`config.mk`:
```
export PLATFORM = sky130hd
export DESIGN_NAME = led_panel_top
export DESIGN_NICKNAME = d
export VERILOG_FILES = /design/src/led_pkg.sv /design/src/column_buffer.sv /design/src/host_cmd_decoder.sv /design/src/led_panel_top.sv /design/src/tlc_sequencer.sv
export SDC_FILE = /design/constraint.sdc
export NUM_CORES = 1
export LEC_CHECK = 0
export BUFFER_PORTS_ARGS = -buffer_cell sky130_fd_sc_hd__buf_2
export CAP_MARGIN = 20
export CORE_ASPECT_RATIO = 1.4
export CORE_MARGIN = 8
export CORE_UTILIZATION = 40
export CTS_CLUSTER_DIAMETER = 50
export DETAILED_ROUTE_END_ITERATION = 12
export MAX_ROUTING_LAYER = met4
export PLACE_DENSITY = 0.66
export SYNTH_ARGS = -nofsm -noshare
export SYNTH_HDL_FRONTEND = slang
export SYNTH_SLANG_ARGS = --single-unit
export TNS_END_PERCENT = 100
```
`constraint.sdc`:
```
create_clock -name clk -period 5.3 [get_ports clk]
set_clock_uncertainty 0.15 [all_clocks]
set_input_delay 0 -clock clk [delete_from_list [all_inputs] [get_ports clk]]
set_output_delay 0 -clock clk [all_outputs]
set_load 0.02 [all_outputs]
```
`src/led_pkg.sv`:
```
package led_pkg;

   // Driver word geometry
   localparam int WORD_BITS = 48;
   localparam int LED_COUNT = 16;

   // Protocol lengths, in SCLK strobes
   localparam int PREP_CYCLES = 15;
   localparam int WRTFC_BITS  = 5;
   localparam int LATGS_BITS  = 3;
   // Idle time after a WRTFC before the next command
   localparam int GAP_CYCLES  = 5;

   // Host opcodes
   typedef enum logic [1:0] {
      OP_NOP    = 2'b00,
      OP_CONF   = 2'b01,
      OP_PIXEL  = 2'b10,
      OP_COMMIT = 2'b11
   } cmd_op_e;

   typedef struct packed {
      logic r;
      logic g;
      logic b;
   } led_rgb_t;

   // One driver word, either FC register bits or sixteen RGB LEDs
   typedef union packed {
      logic [WORD_BITS-1:0]           fc;
      led_rgb_t [LED_COUNT-1:0]       leds;
   } led_word_u;

   // Board routing: entry k is the LED shifted in slots 3k..3k+2
   localparam logic [0:LED_COUNT-1][3:0] LED_ORDER = '{
      4'd6, 4'd7, 4'd9, 4'd8, 4'd10, 4'd11, 4'd13, 4'd12,
      4'd14, 4'd15, 4'd1, 4'd0, 4'd2, 4'd3, 4'd5, 4'd4
   };

   // Power-up function control word
   localparam logic [WORD_BITS-1:0] FC_DEFAULT = 48'h4000_8c3f_ff00;

endpackage

```
`src/column_buffer.sv`:
```
`timescale 1ns/1ps

module column_buffer #(
   parameter int NUM_DRIVERS = 4
) (
   input  logic                  clk,
   input  logic                  nrst,
   // Write side, from the decoder
   input  logic                  wr_en,
   input  logic [(NUM_DRIVERS > 1 ? $clog2(NUM_DRIVERS) : 1)-1:0] wr_addr,
   input  led_pkg::led_word_u    wr_data,
   input  logic                  commit,
   output logic                  back_full,
   // Read side, to the sequencer
   output logic                  col_valid,
   input  logic                  col_ready,
   output led_pkg::led_word_u    col_data [NUM_DRIVERS]
);

   led_pkg::led_word_u back_bank [NUM_DRIVERS];

   // Committed column is offered as-is
   assign col_valid = back_full;

   always_ff @(posedge clk or negedge nrst) begin
      if (!nrst) begin
         back_full <= 1'b0;
         for (int i = 0; i < NUM_DRIVERS; i++) begin
            back_bank[i] <= '0;
            col_data[i]  <= '0;
         end
      end else begin
         // Host fills the back bank
         if (wr_en && wr_addr < NUM_DRIVERS) begin
            back_bank[wr_addr] <= wr_data;
         end
         // Sequencer takes it: swap into the front
         if (col_ready) begin
            col_data <= back_bank;
         end
         // Commit and take never overlap, decoder stalls the commit
         back_full <= (back_full & ~col_ready) | commit;
      end
   end

endmodule

```
`src/host_cmd_decoder.sv`:
```
`timescale 1ns/1ps

module host_cmd_decoder #(
   parameter int NUM_DRIVERS = 4
) (
   input  logic                  clk,
   input  logic                  nrst,
   // Host command port
   input  logic                  cmd_valid,
   input  led_pkg::cmd_op_e      cmd_op,
   input  logic [(NUM_DRIVERS > 1 ? $clog2(NUM_DRIVERS) : 1)-1:0] cmd_addr,
   input  led_pkg::led_word_u    cmd_data,
   output logic                  cmd_ready,
   // Column buffer side
   input  logic                  back_full,
   output logic                  wr_en,
   output logic [(NUM_DRIVERS > 1 ? $clog2(NUM_DRIVERS) : 1)-1:0] wr_addr,
   output led_pkg::led_word_u    wr_data,
   output logic                  commit,
   // Configuration handshake to sequencer
   input  logic                  conf_ready,
   output logic                  conf_valid,
   output led_pkg::led_word_u    conf_word
);

   localparam int AW = NUM_DRIVERS > 1 ? $clog2(NUM_DRIVERS) : 1;

   logic take;

   // Back-pressure per opcode
   always_comb begin
      case (cmd_op)
         // Only one configuration in flight
         led_pkg::OP_CONF:   cmd_ready = ~conf_valid;
         // Commit in the pipe counts as full too
         led_pkg::OP_COMMIT: cmd_ready = ~(back_full | commit);
         default:            cmd_ready = 1'b1;
      endcase
   end

   assign take = cmd_valid & cmd_ready;

   // Control strobes and the config register
   always_ff @(posedge clk or negedge nrst) begin
      if (!nrst) begin
         wr_en      <= 1'b0;
         commit     <= 1'b0;
         // Default config goes out right after reset
         conf_valid <= 1'b1;
         conf_word  <= led_pkg::FC_DEFAULT;
      end else begin
         wr_en  <= take & (cmd_op == led_pkg::OP_PIXEL);
         commit <= take & (cmd_op == led_pkg::OP_COMMIT);
         if (take && cmd_op == led_pkg::OP_CONF) begin
            conf_valid <= 1'b1;
            conf_word  <= cmd_data;
         end else if (conf_ready) begin
            // Sequencer has its own copy now
            conf_valid <= 1'b0;
         end
      end
   end

   // Pixel payload, qualified by wr_en
   always_ff @(posedge clk) begin
      if (take && cmd_op == led_pkg::OP_PIXEL) begin
         wr_addr <= AW'(cmd_addr);
         wr_data <= cmd_data;
      end
   end

endmodule

```
`src/led_panel_top.sv`:
```
`timescale 1ns/1ps

module led_panel_top #(
   parameter int NUM_DRIVERS = 4
) (
   input  logic                  clk,
   input  logic                  nrst,
   // Host port
   input  logic                  cmd_valid,
   input  led_pkg::cmd_op_e      cmd_op,
   input  logic [(NUM_DRIVERS > 1 ? $clog2(NUM_DRIVERS) : 1)-1:0] cmd_addr,
   input  led_pkg::led_word_u    cmd_data,
   output logic                  cmd_ready,
   // Driver pins
   output logic                  driver_sclk,
   output logic                  driver_gclk,
   output logic                  driver_lat,
   output logic [NUM_DRIVERS-1:0] drivers_sin
);

   localparam int AW = NUM_DRIVERS > 1 ? $clog2(NUM_DRIVERS) : 1;

   // Decoder to buffer
   logic               wr_en;
   logic [AW-1:0]      wr_addr;
   led_pkg::led_word_u wr_data;
   logic               commit;
   logic               back_full;
   // Config handshake
   logic               conf_valid;
   logic               conf_ready;
   led_pkg::led_word_u conf_word;
   // Column handshake
   logic               col_valid;
   logic               col_ready;
   led_pkg::led_word_u col_data [NUM_DRIVERS];

   host_cmd_decoder #(.NUM_DRIVERS(NUM_DRIVERS)) i_decoder (
      .clk, .nrst, .cmd_valid, .cmd_op, .cmd_addr, .cmd_data, .cmd_ready,
      .back_full, .wr_en, .wr_addr, .wr_data, .commit,
      .conf_ready, .conf_valid, .conf_word
   );

   column_buffer #(.NUM_DRIVERS(NUM_DRIVERS)) i_buffer (
      .clk, .nrst, .wr_en, .wr_addr, .wr_data, .commit, .back_full,
      .col_valid, .col_ready, .col_data
   );

   tlc_sequencer #(.NUM_DRIVERS(NUM_DRIVERS)) i_sequencer (
      .clk, .nrst, .conf_valid, .conf_word, .conf_ready,
      .col_valid, .col_data, .col_ready,
      .driver_sclk, .driver_gclk, .driver_lat, .drivers_sin
   );

endmodule

```
`src/tlc_sequencer.sv`:
```
`timescale 1ns/1ps

module tlc_sequencer #(
   parameter int NUM_DRIVERS = 4
) (
   input  logic                  clk,
   input  logic                  nrst,
   // Configuration handshake
   input  logic                  conf_valid,
   input  led_pkg::led_word_u    conf_word,
   output logic                  conf_ready,
   // Column handshake
   input  logic                  col_valid,
   input  led_pkg::led_word_u    col_data [NUM_DRIVERS],
   output logic                  col_ready,
   // Driver pins
   output logic                  driver_sclk,
   output logic                  driver_gclk,
   output logic                  driver_lat,
   output logic [NUM_DRIVERS-1:0] drivers_sin
);

   // FSM encoding
   localparam logic [2:0] IDLE   = 3'd0;
   localparam logic [2:0] PREP   = 3'd1;
   localparam logic [2:0] CONFIG = 3'd2;
   localparam logic [2:0] GAP    = 3'd3;
   localparam logic [2:0] SHIFT  = 3'd4;
   localparam logic [2:0] PAUSE  = 3'd5;

   // Counter end values
   localparam logic [5:0] LAST_PREP = 6'(led_pkg::PREP_CYCLES - 1);
   localparam logic [5:0] LAST_BIT  = 6'(led_pkg::WORD_BITS - 1);
   localparam logic [5:0] LAST_GAP  = 6'(led_pkg::GAP_CYCLES - 1);
   // First cycle with lat high
   localparam logic [5:0] WRTFC_START = 6'(led_pkg::WORD_BITS - led_pkg::WRTFC_BITS);
   localparam logic [5:0] LATGS_START = 6'(led_pkg::WORD_BITS - led_pkg::LATGS_BITS);

   logic [2:0]         state;
   logic [5:0]         cnt;
   // LED slot and colour inside a SHIFT
   logic [3:0]         slot;
   logic [1:0]         rgb_idx;
   led_pkg::led_word_u conf_sr;
   // A GS bank is latched since the last config
   logic               gs_loaded;
   logic [5:0]         fc_idx;

   // Accept in IDLE, config first
   assign conf_ready = (state == IDLE) & conf_valid;
   assign col_ready  = (state == IDLE) & ~conf_valid & col_valid;

   always_ff @(posedge clk or negedge nrst) begin
      if (!nrst) begin
         state     <= IDLE;
         cnt       <= '0;
         slot      <= '0;
         rgb_idx   <= '0;
         gs_loaded <= 1'b0;
      end else begin
         cnt <= cnt + 6'd1;
         case (state)
            IDLE: begin
               cnt     <= '0;
               slot    <= '0;
               rgb_idx <= '0;
               if (conf_valid) begin
                  state     <= PREP;
                  // Drivers leave GS display during config
                  gs_loaded <= 1'b0;
               end else if (col_valid) begin
                  state <= SHIFT;
               end
            end
            // FCWRTEN strobes
            PREP: begin
               if (cnt == LAST_PREP) begin
                  state <= CONFIG;
                  cnt   <= '0;
               end
            end
            CONFIG: begin
               if (cnt == LAST_BIT) begin
                  state <= GAP;
                  cnt   <= '0;
               end
            end
            GAP: begin
               if (cnt == LAST_GAP) begin
                  state <= IDLE;
               end
            end
            SHIFT: begin
               rgb_idx <= (rgb_idx == 2'd2) ? 2'd0 : rgb_idx + 2'd1;
               if (rgb_idx == 2'd2) begin
                  slot <= slot + 4'd1;
               end
               if (cnt == LAST_BIT) begin
                  // LATGS done, bank is valid
                  state     <= PAUSE;
                  gs_loaded <= 1'b1;
               end
            end
            PAUSE: state <= IDLE;
            default: state <= IDLE;
         endcase
      end
   end

   // Config word copy, frees the decoder for the next one
   always_ff @(posedge clk) begin
      if (conf_ready) begin
         conf_sr <= conf_word;
      end
   end

   assign driver_sclk = (state == PREP) | (state == CONFIG) | (state == SHIFT);
   assign driver_gclk = gs_loaded & ((state == IDLE) | (state == SHIFT) | (state == PAUSE));

   // lat on the falling edge so it is stable around the SCLK rise
   always_ff @(negedge clk or negedge nrst) begin
      if (!nrst) begin
         driver_lat <= 1'b0;
      end else begin
         case (state)
            PREP:    driver_lat <= 1'b1;
            CONFIG:  driver_lat <= cnt >= WRTFC_START;
            SHIFT:   driver_lat <= cnt >= LATGS_START;
            default: driver_lat <= 1'b0;
         endcase
      end
   end

   // MSB first for the FC word
   assign fc_idx = LAST_BIT - cnt;

   always_comb begin
      led_pkg::led_rgb_t pix;
      for (int d = 0; d < NUM_DRIVERS; d++) begin
         pix = col_data[d].leds[led_pkg::LED_ORDER[slot]];
         case (state)
            // Same config on every driver
            CONFIG: drivers_sin[d] = conf_sr.fc[fc_idx];
            SHIFT: begin
               case (rgb_idx)
                  2'd0:    drivers_sin[d] = pix.r;
                  2'd1:    drivers_sin[d] = pix.g;
                  default: drivers_sin[d] = pix.b;
               endcase
            end
            default: drivers_sin[d] = 1'b0;
         endcase
      end
   end

endmodule
```
# [Word-level counts from Yosys, hierarchy flattened]
# Memories as Yosys holds them, arrays and structs flattened.
# Index checks and enable logic that the tools add are counted.
[totals] register_bits=551 mem_bits_ro=64 inputBits=55 output_inout_bits=8 wordCells=127 mem_count=1
[op_classes] add_sub_neg=4 magnitude_cmp=7 eq_ne=20 n_mux=44 bitwise_logic=19 reduce_logical=10
[mem_list] name="(no name shown)" words=16 word_bits=4 read_ports=1 rd_ports_with_merged_regs=0 wr=0 line_no="tlc_sequencer.sv:140" source="pix = col_data[d].leds[led_pkg::LED_ORDER[slot]];"
[op_table] op="bitwise mux 192 bit" count=1
[op_table] op="demux 48 bit (select 2 bit)" count=1
[op_table] op="binary-select mux 3 bit (select 4 bit)" count=4
[op_table] op="2-to-1 mux 48 bit" count=1
[op_table] op="2-to-1 mux 3 bit" count=10
[op_table] op="one-hot mux 1 bit (2 select lines)" count=10
[op_table] op="one-hot mux 6 bit (3 select lines)" count=1
[op_table] op="one-hot mux 3 bit (5 select lines)" count=1
[op_table] op=">= comparator 6 bit (second input constant)" count=2
[op_table] op="2-to-1 mux 4 bit" count=3
[op_table] op="2-to-1 mux 6 bit" count=2
[op_table] op="!= test 2 x 1 -> 1 bit (second input constant)" count=5
[op_table] op="bitwise AND 1 bit" count=8
[op_table] op="one-hot mux 4 bit (2 select lines)" count=1
[op_table] op="< comparator 6 x 7 -> 1 bit (second input constant)" count=1
[op_table] op="adder 6 x 1 -> 6 bit (second input constant)" count=1
[op_table] op="binary-select mux 1 bit (select 6 bit)" count=1
[op_table] op="equality test 2 bit (second input constant)" count=3
[op_table] op="equality test 3 x 2 -> 1 bit (second input constant)" count=2
[op_table] op="equality test 3 bit (second input constant)" count=2
[op_table] op="equality test 6 x 3 -> 1 bit (second input constant)" count=1
[op_table] op="equality test 6 x 4 -> 1 bit (second input constant)" count=1
[op_table] op="equality test 6 bit (second input constant)" count=1
[op_table] op="OR 1 bit" count=6
[op_table] op="25 further kinds" count=35

# [Depth between registers and ports, before layout]
[logic_depth] ltp_word=8 ltp_mapped=12 ltp_nobuf=7

# [Modules after synthesis]
# From an unflattened synthesis, not the netlist that was laid out.
[hier_totals] cells_unflattened=1310 area_unflattened_um2=22266.4
[by_module_without_submodules] module="column_buffer" n_inst=1 cells_each=817 area_each_um2=14231.1 seq_area_each_um2=9634.2
[by_module_without_submodules] module="tlc_sequencer" n_inst=1 cells_each=331 area_each_um2=4548.1 seq_area_each_um2=1866.8
[by_module_without_submodules] module="host_cmd_decoder" n_inst=1 cells_each=162 area_each_um2=3487.1 seq_area_each_um2=2801.4

==> results.cfg <==
[timing]
hold_violations = 0
tightest_slew_ns = 1.00
slew_viol_final = 0
setup_tns_ns = 0
worst_slack_ns = 0.881
slew_headroom_pct = 33.4
report.final.setup_viol = 0
rsz0062_at_grt = false

[global_routing]
antenna_found_initial = 2
grt_max_degree = 84
grtUsageTotal_pct = 15.3
grt_pass1_wl_mm = 74.4
grt-ovfl-total = 0
grt_pass1_vias = 12801

[place]
place_ws_ns = 0.902
place_congestion = 0.824
dp_hpwl_mm = 30.6
portBuffers = 62
placed_cells = 2055
dpl_cell_area_mm2 = 0.0233

[worst_setup_path]
worstSetupPathType = flip-flop to flip-flop
cp_data_required_time_ns = 2.88
cp-start-kind = flip-flop
cp-end-kind = flip-flop
cp_max_fo = 10
cp.arrival_ns = 2.00

[synthesis]
synth_top_area_share_pct = 48.8
avgSynthCellArea_um2 = 16.9
synth_area_leaders = dfrtp_1, mux2_2, edfxtp_1
syn-num-nets = 1382
ys_seq_elements = 551
yosysTopAreaCell = dfrtp_1
netlist_area_mm2 = 0.0222
synth_edf_count = 98
synth_ff_type = dfrtp_1
syn_inst = 1315
ys_async_sr_fraction_pct = 82.2
synth_cell_type_count = 55
ys_warn_count = 0
ys_seq_area_share_pct = 64.5

[final_layout]
finalNonFillerCells = 2226
n_fill_cell = 4746
regArea_mm2 = 0.0143
final_common_cell = mux2_2
final_layout_size_suffix_gt1_share_pct = 45.5
final_nets = 1524
multi_input_area_mm2 = 0.00754
layout_common_cells = mux2_2, dfrtp_1, edfxtp_1
syn_to_final_growth_pct = 15.9
finalInstanceArea_mm2 = 0.0257

[drt]
vias = 11625
antenna_left = 0
dr.first_iter.drc_count = 678
drt_wl_total_mm = 46.6
first_pass_iters = 7
via_per_inst = 5.22
wire_per_inst_um = 20.9
drc_errors = 0

[cts]
cts_root_buf = clkbuf_16
h-tree-depth = 2
cts_resized = 0
clk_latency_ns = 0.57
cts_num_sinks = 551
clock_path_buffers = 3
cts_buffers = 48
clk_pin_slew_worst_paths_ns = 0.07
cts_tree = yes

[job]
drv_cap = 0

[die]
core.rowCount = 102
die_w_um = 215
io_pins = 63
coreArea_mm2 = 0.0551
start_util_pct = 40.2
dieArea_mm2 = 0.0634
die_h_um = 295

[power_and_ir_drop]
ir_worst_vdd_uv = 377
power_density_mw_per_mm2 = 487
power_leakage_nw = 10.8
total_power_mw = 12.5

[status]
status = finished clean

[min_path]
holdCritPathClass = primary input to flip-flop
-- Yosys cell counts (all sizes together), types with 2 or more instances --
master / n
inv: 10
a21oi: 3
o41ai: 3
ha: 12
a21boi: 3
nor2: 19
o21ai: 14
buf: 43
dfrtp: 433
nor3b: 5
nand2: 24
o31ai: 2
edfxtp: 98
nor4: 2
xnor2: 2
a211oi: 6
mux4: 60
nor3: 5
a311o: 3
a2111oi: 2
nand3b: 4
nand3: 11
nor2b: 13
a311oi: 2
mux2: 434
clkbuf: 31
mux2i: 10
dfstp: 19
nand2b: 6
o22ai: 7
xor2: 2
o211ai: 2
a21o: 3
nand4: 4
and3: 3
o2111ai: 2
-- sequential cells by signal (all words and copies together), names as in the netlist --
register and cells:
i_sequencer.cnt 6, i_sequencer.state 3, i_buffer.back_full 1, i_decoder.commit 1, i_buffer.col_data 192, i_decoder.wr_data 48
i_decoder.wr_en 1, i_decoder.conf_valid 1, i_sequencer.conf_sr 48, i_sequencer.rgb_idx 2, i_decoder.wr_addr 2, i_buffer.back_bank 192
i_sequencer.gs_loaded 1, i_decoder.conf_word 48, i_sequencer.driver_lat 1, i_sequencer.slot 4
-- repair_timing --
action / 4_1_cts / 5_1_grt
endpoints found under the hold margin: 193 / 0
buffers inserted: 0 / 0
hold buffers: 80 / 0
-- metrics by stage --
step / utilization, % / hold WS [ns]
finish: 46.6 / 0.0192
global route: 46.6 / 0.00925
CTS: 46.6 / 0.00163
detailed placement: 42.3 / -0.0939
global placement: 42.3 / -0.103
floorplan: - / -0.446
-- report_power, final --
group	switching, mW	internal, mW	leakage [nW]
combinational	1.03	1.57	3.57
clock	1.55	1.96	0.776
sequential	0.721	5.69	6.49
-- worst paths after layout --
check | startpoint | to | slack (ns) | depth (start not counted)
hold / removal | cmd_data[8] | i_decoder.wr_data[8] | 0.02 | 2
max in group asynchronous | nrst | i_sequencer.driver_lat | 2.09 | 3
setup / recovery | i_sequencer.cnt[0] | i_sequencer.driver_lat | 0.88 | 6
setup reg to reg | i_sequencer.cnt[0] | i_sequencer.driver_lat | 0.88 | 6
hold reg to reg | i_decoder.conf_word[28] | i_sequencer.conf_sr[28] | 0.29 | 0
min in group asynchronous | nrst | i_decoder.conf_word[5] | 0.47 | 4
-- cell families (layout without fill, tap and decap cells) --
family                   Yosys count  count (layout)  synth area share [%]
flip-flops                       551             551                  64.5
multiplexers                     504             504                  28.7
AND/OR/NAND/NOR                  102             102                  2.41
buffers and inverters             84             265                  1.77
AO/OA/AOI/OAI                     58              58                  1.86
adder cells (fa/ha/maj)           12              12                 0.677
XOR/XNOR                           4               4                 0.158
other                              0               2                     0
-- worst max-delay path, stage by stage, from the launching register on --
cell and delay [ns]:
dfrtp_1 0.45, buf_4 0.22, ha_1 0.27, o21ai_0 0.16, a21oi_1 0.10, o22ai_1 0.12
o21ai_0 0.11
-- area by class of cell --
cell class	instances	area share (%)
Antenna cell	2	0.0195
Clock buffer	63	5.12
Clock inverter	26	0.997
Inverter	10	0.146
Multi-Input combinational cell	680	29.3
Sequential cell	551	55.6
Tap cell	728	3.54
Timing Repair Buffer	166	5.23
-- routing by layer --
metal	wire length [µm]	part of all wire, %	global-route usage, %
met1	19700	42	18.4
met2	24000	51	26.4
met3	1420	3.0	1.95
met4	1470	3.2	5.34
met5	0	0	-
No activity file was read; power rests on OpenSTA's default activity.
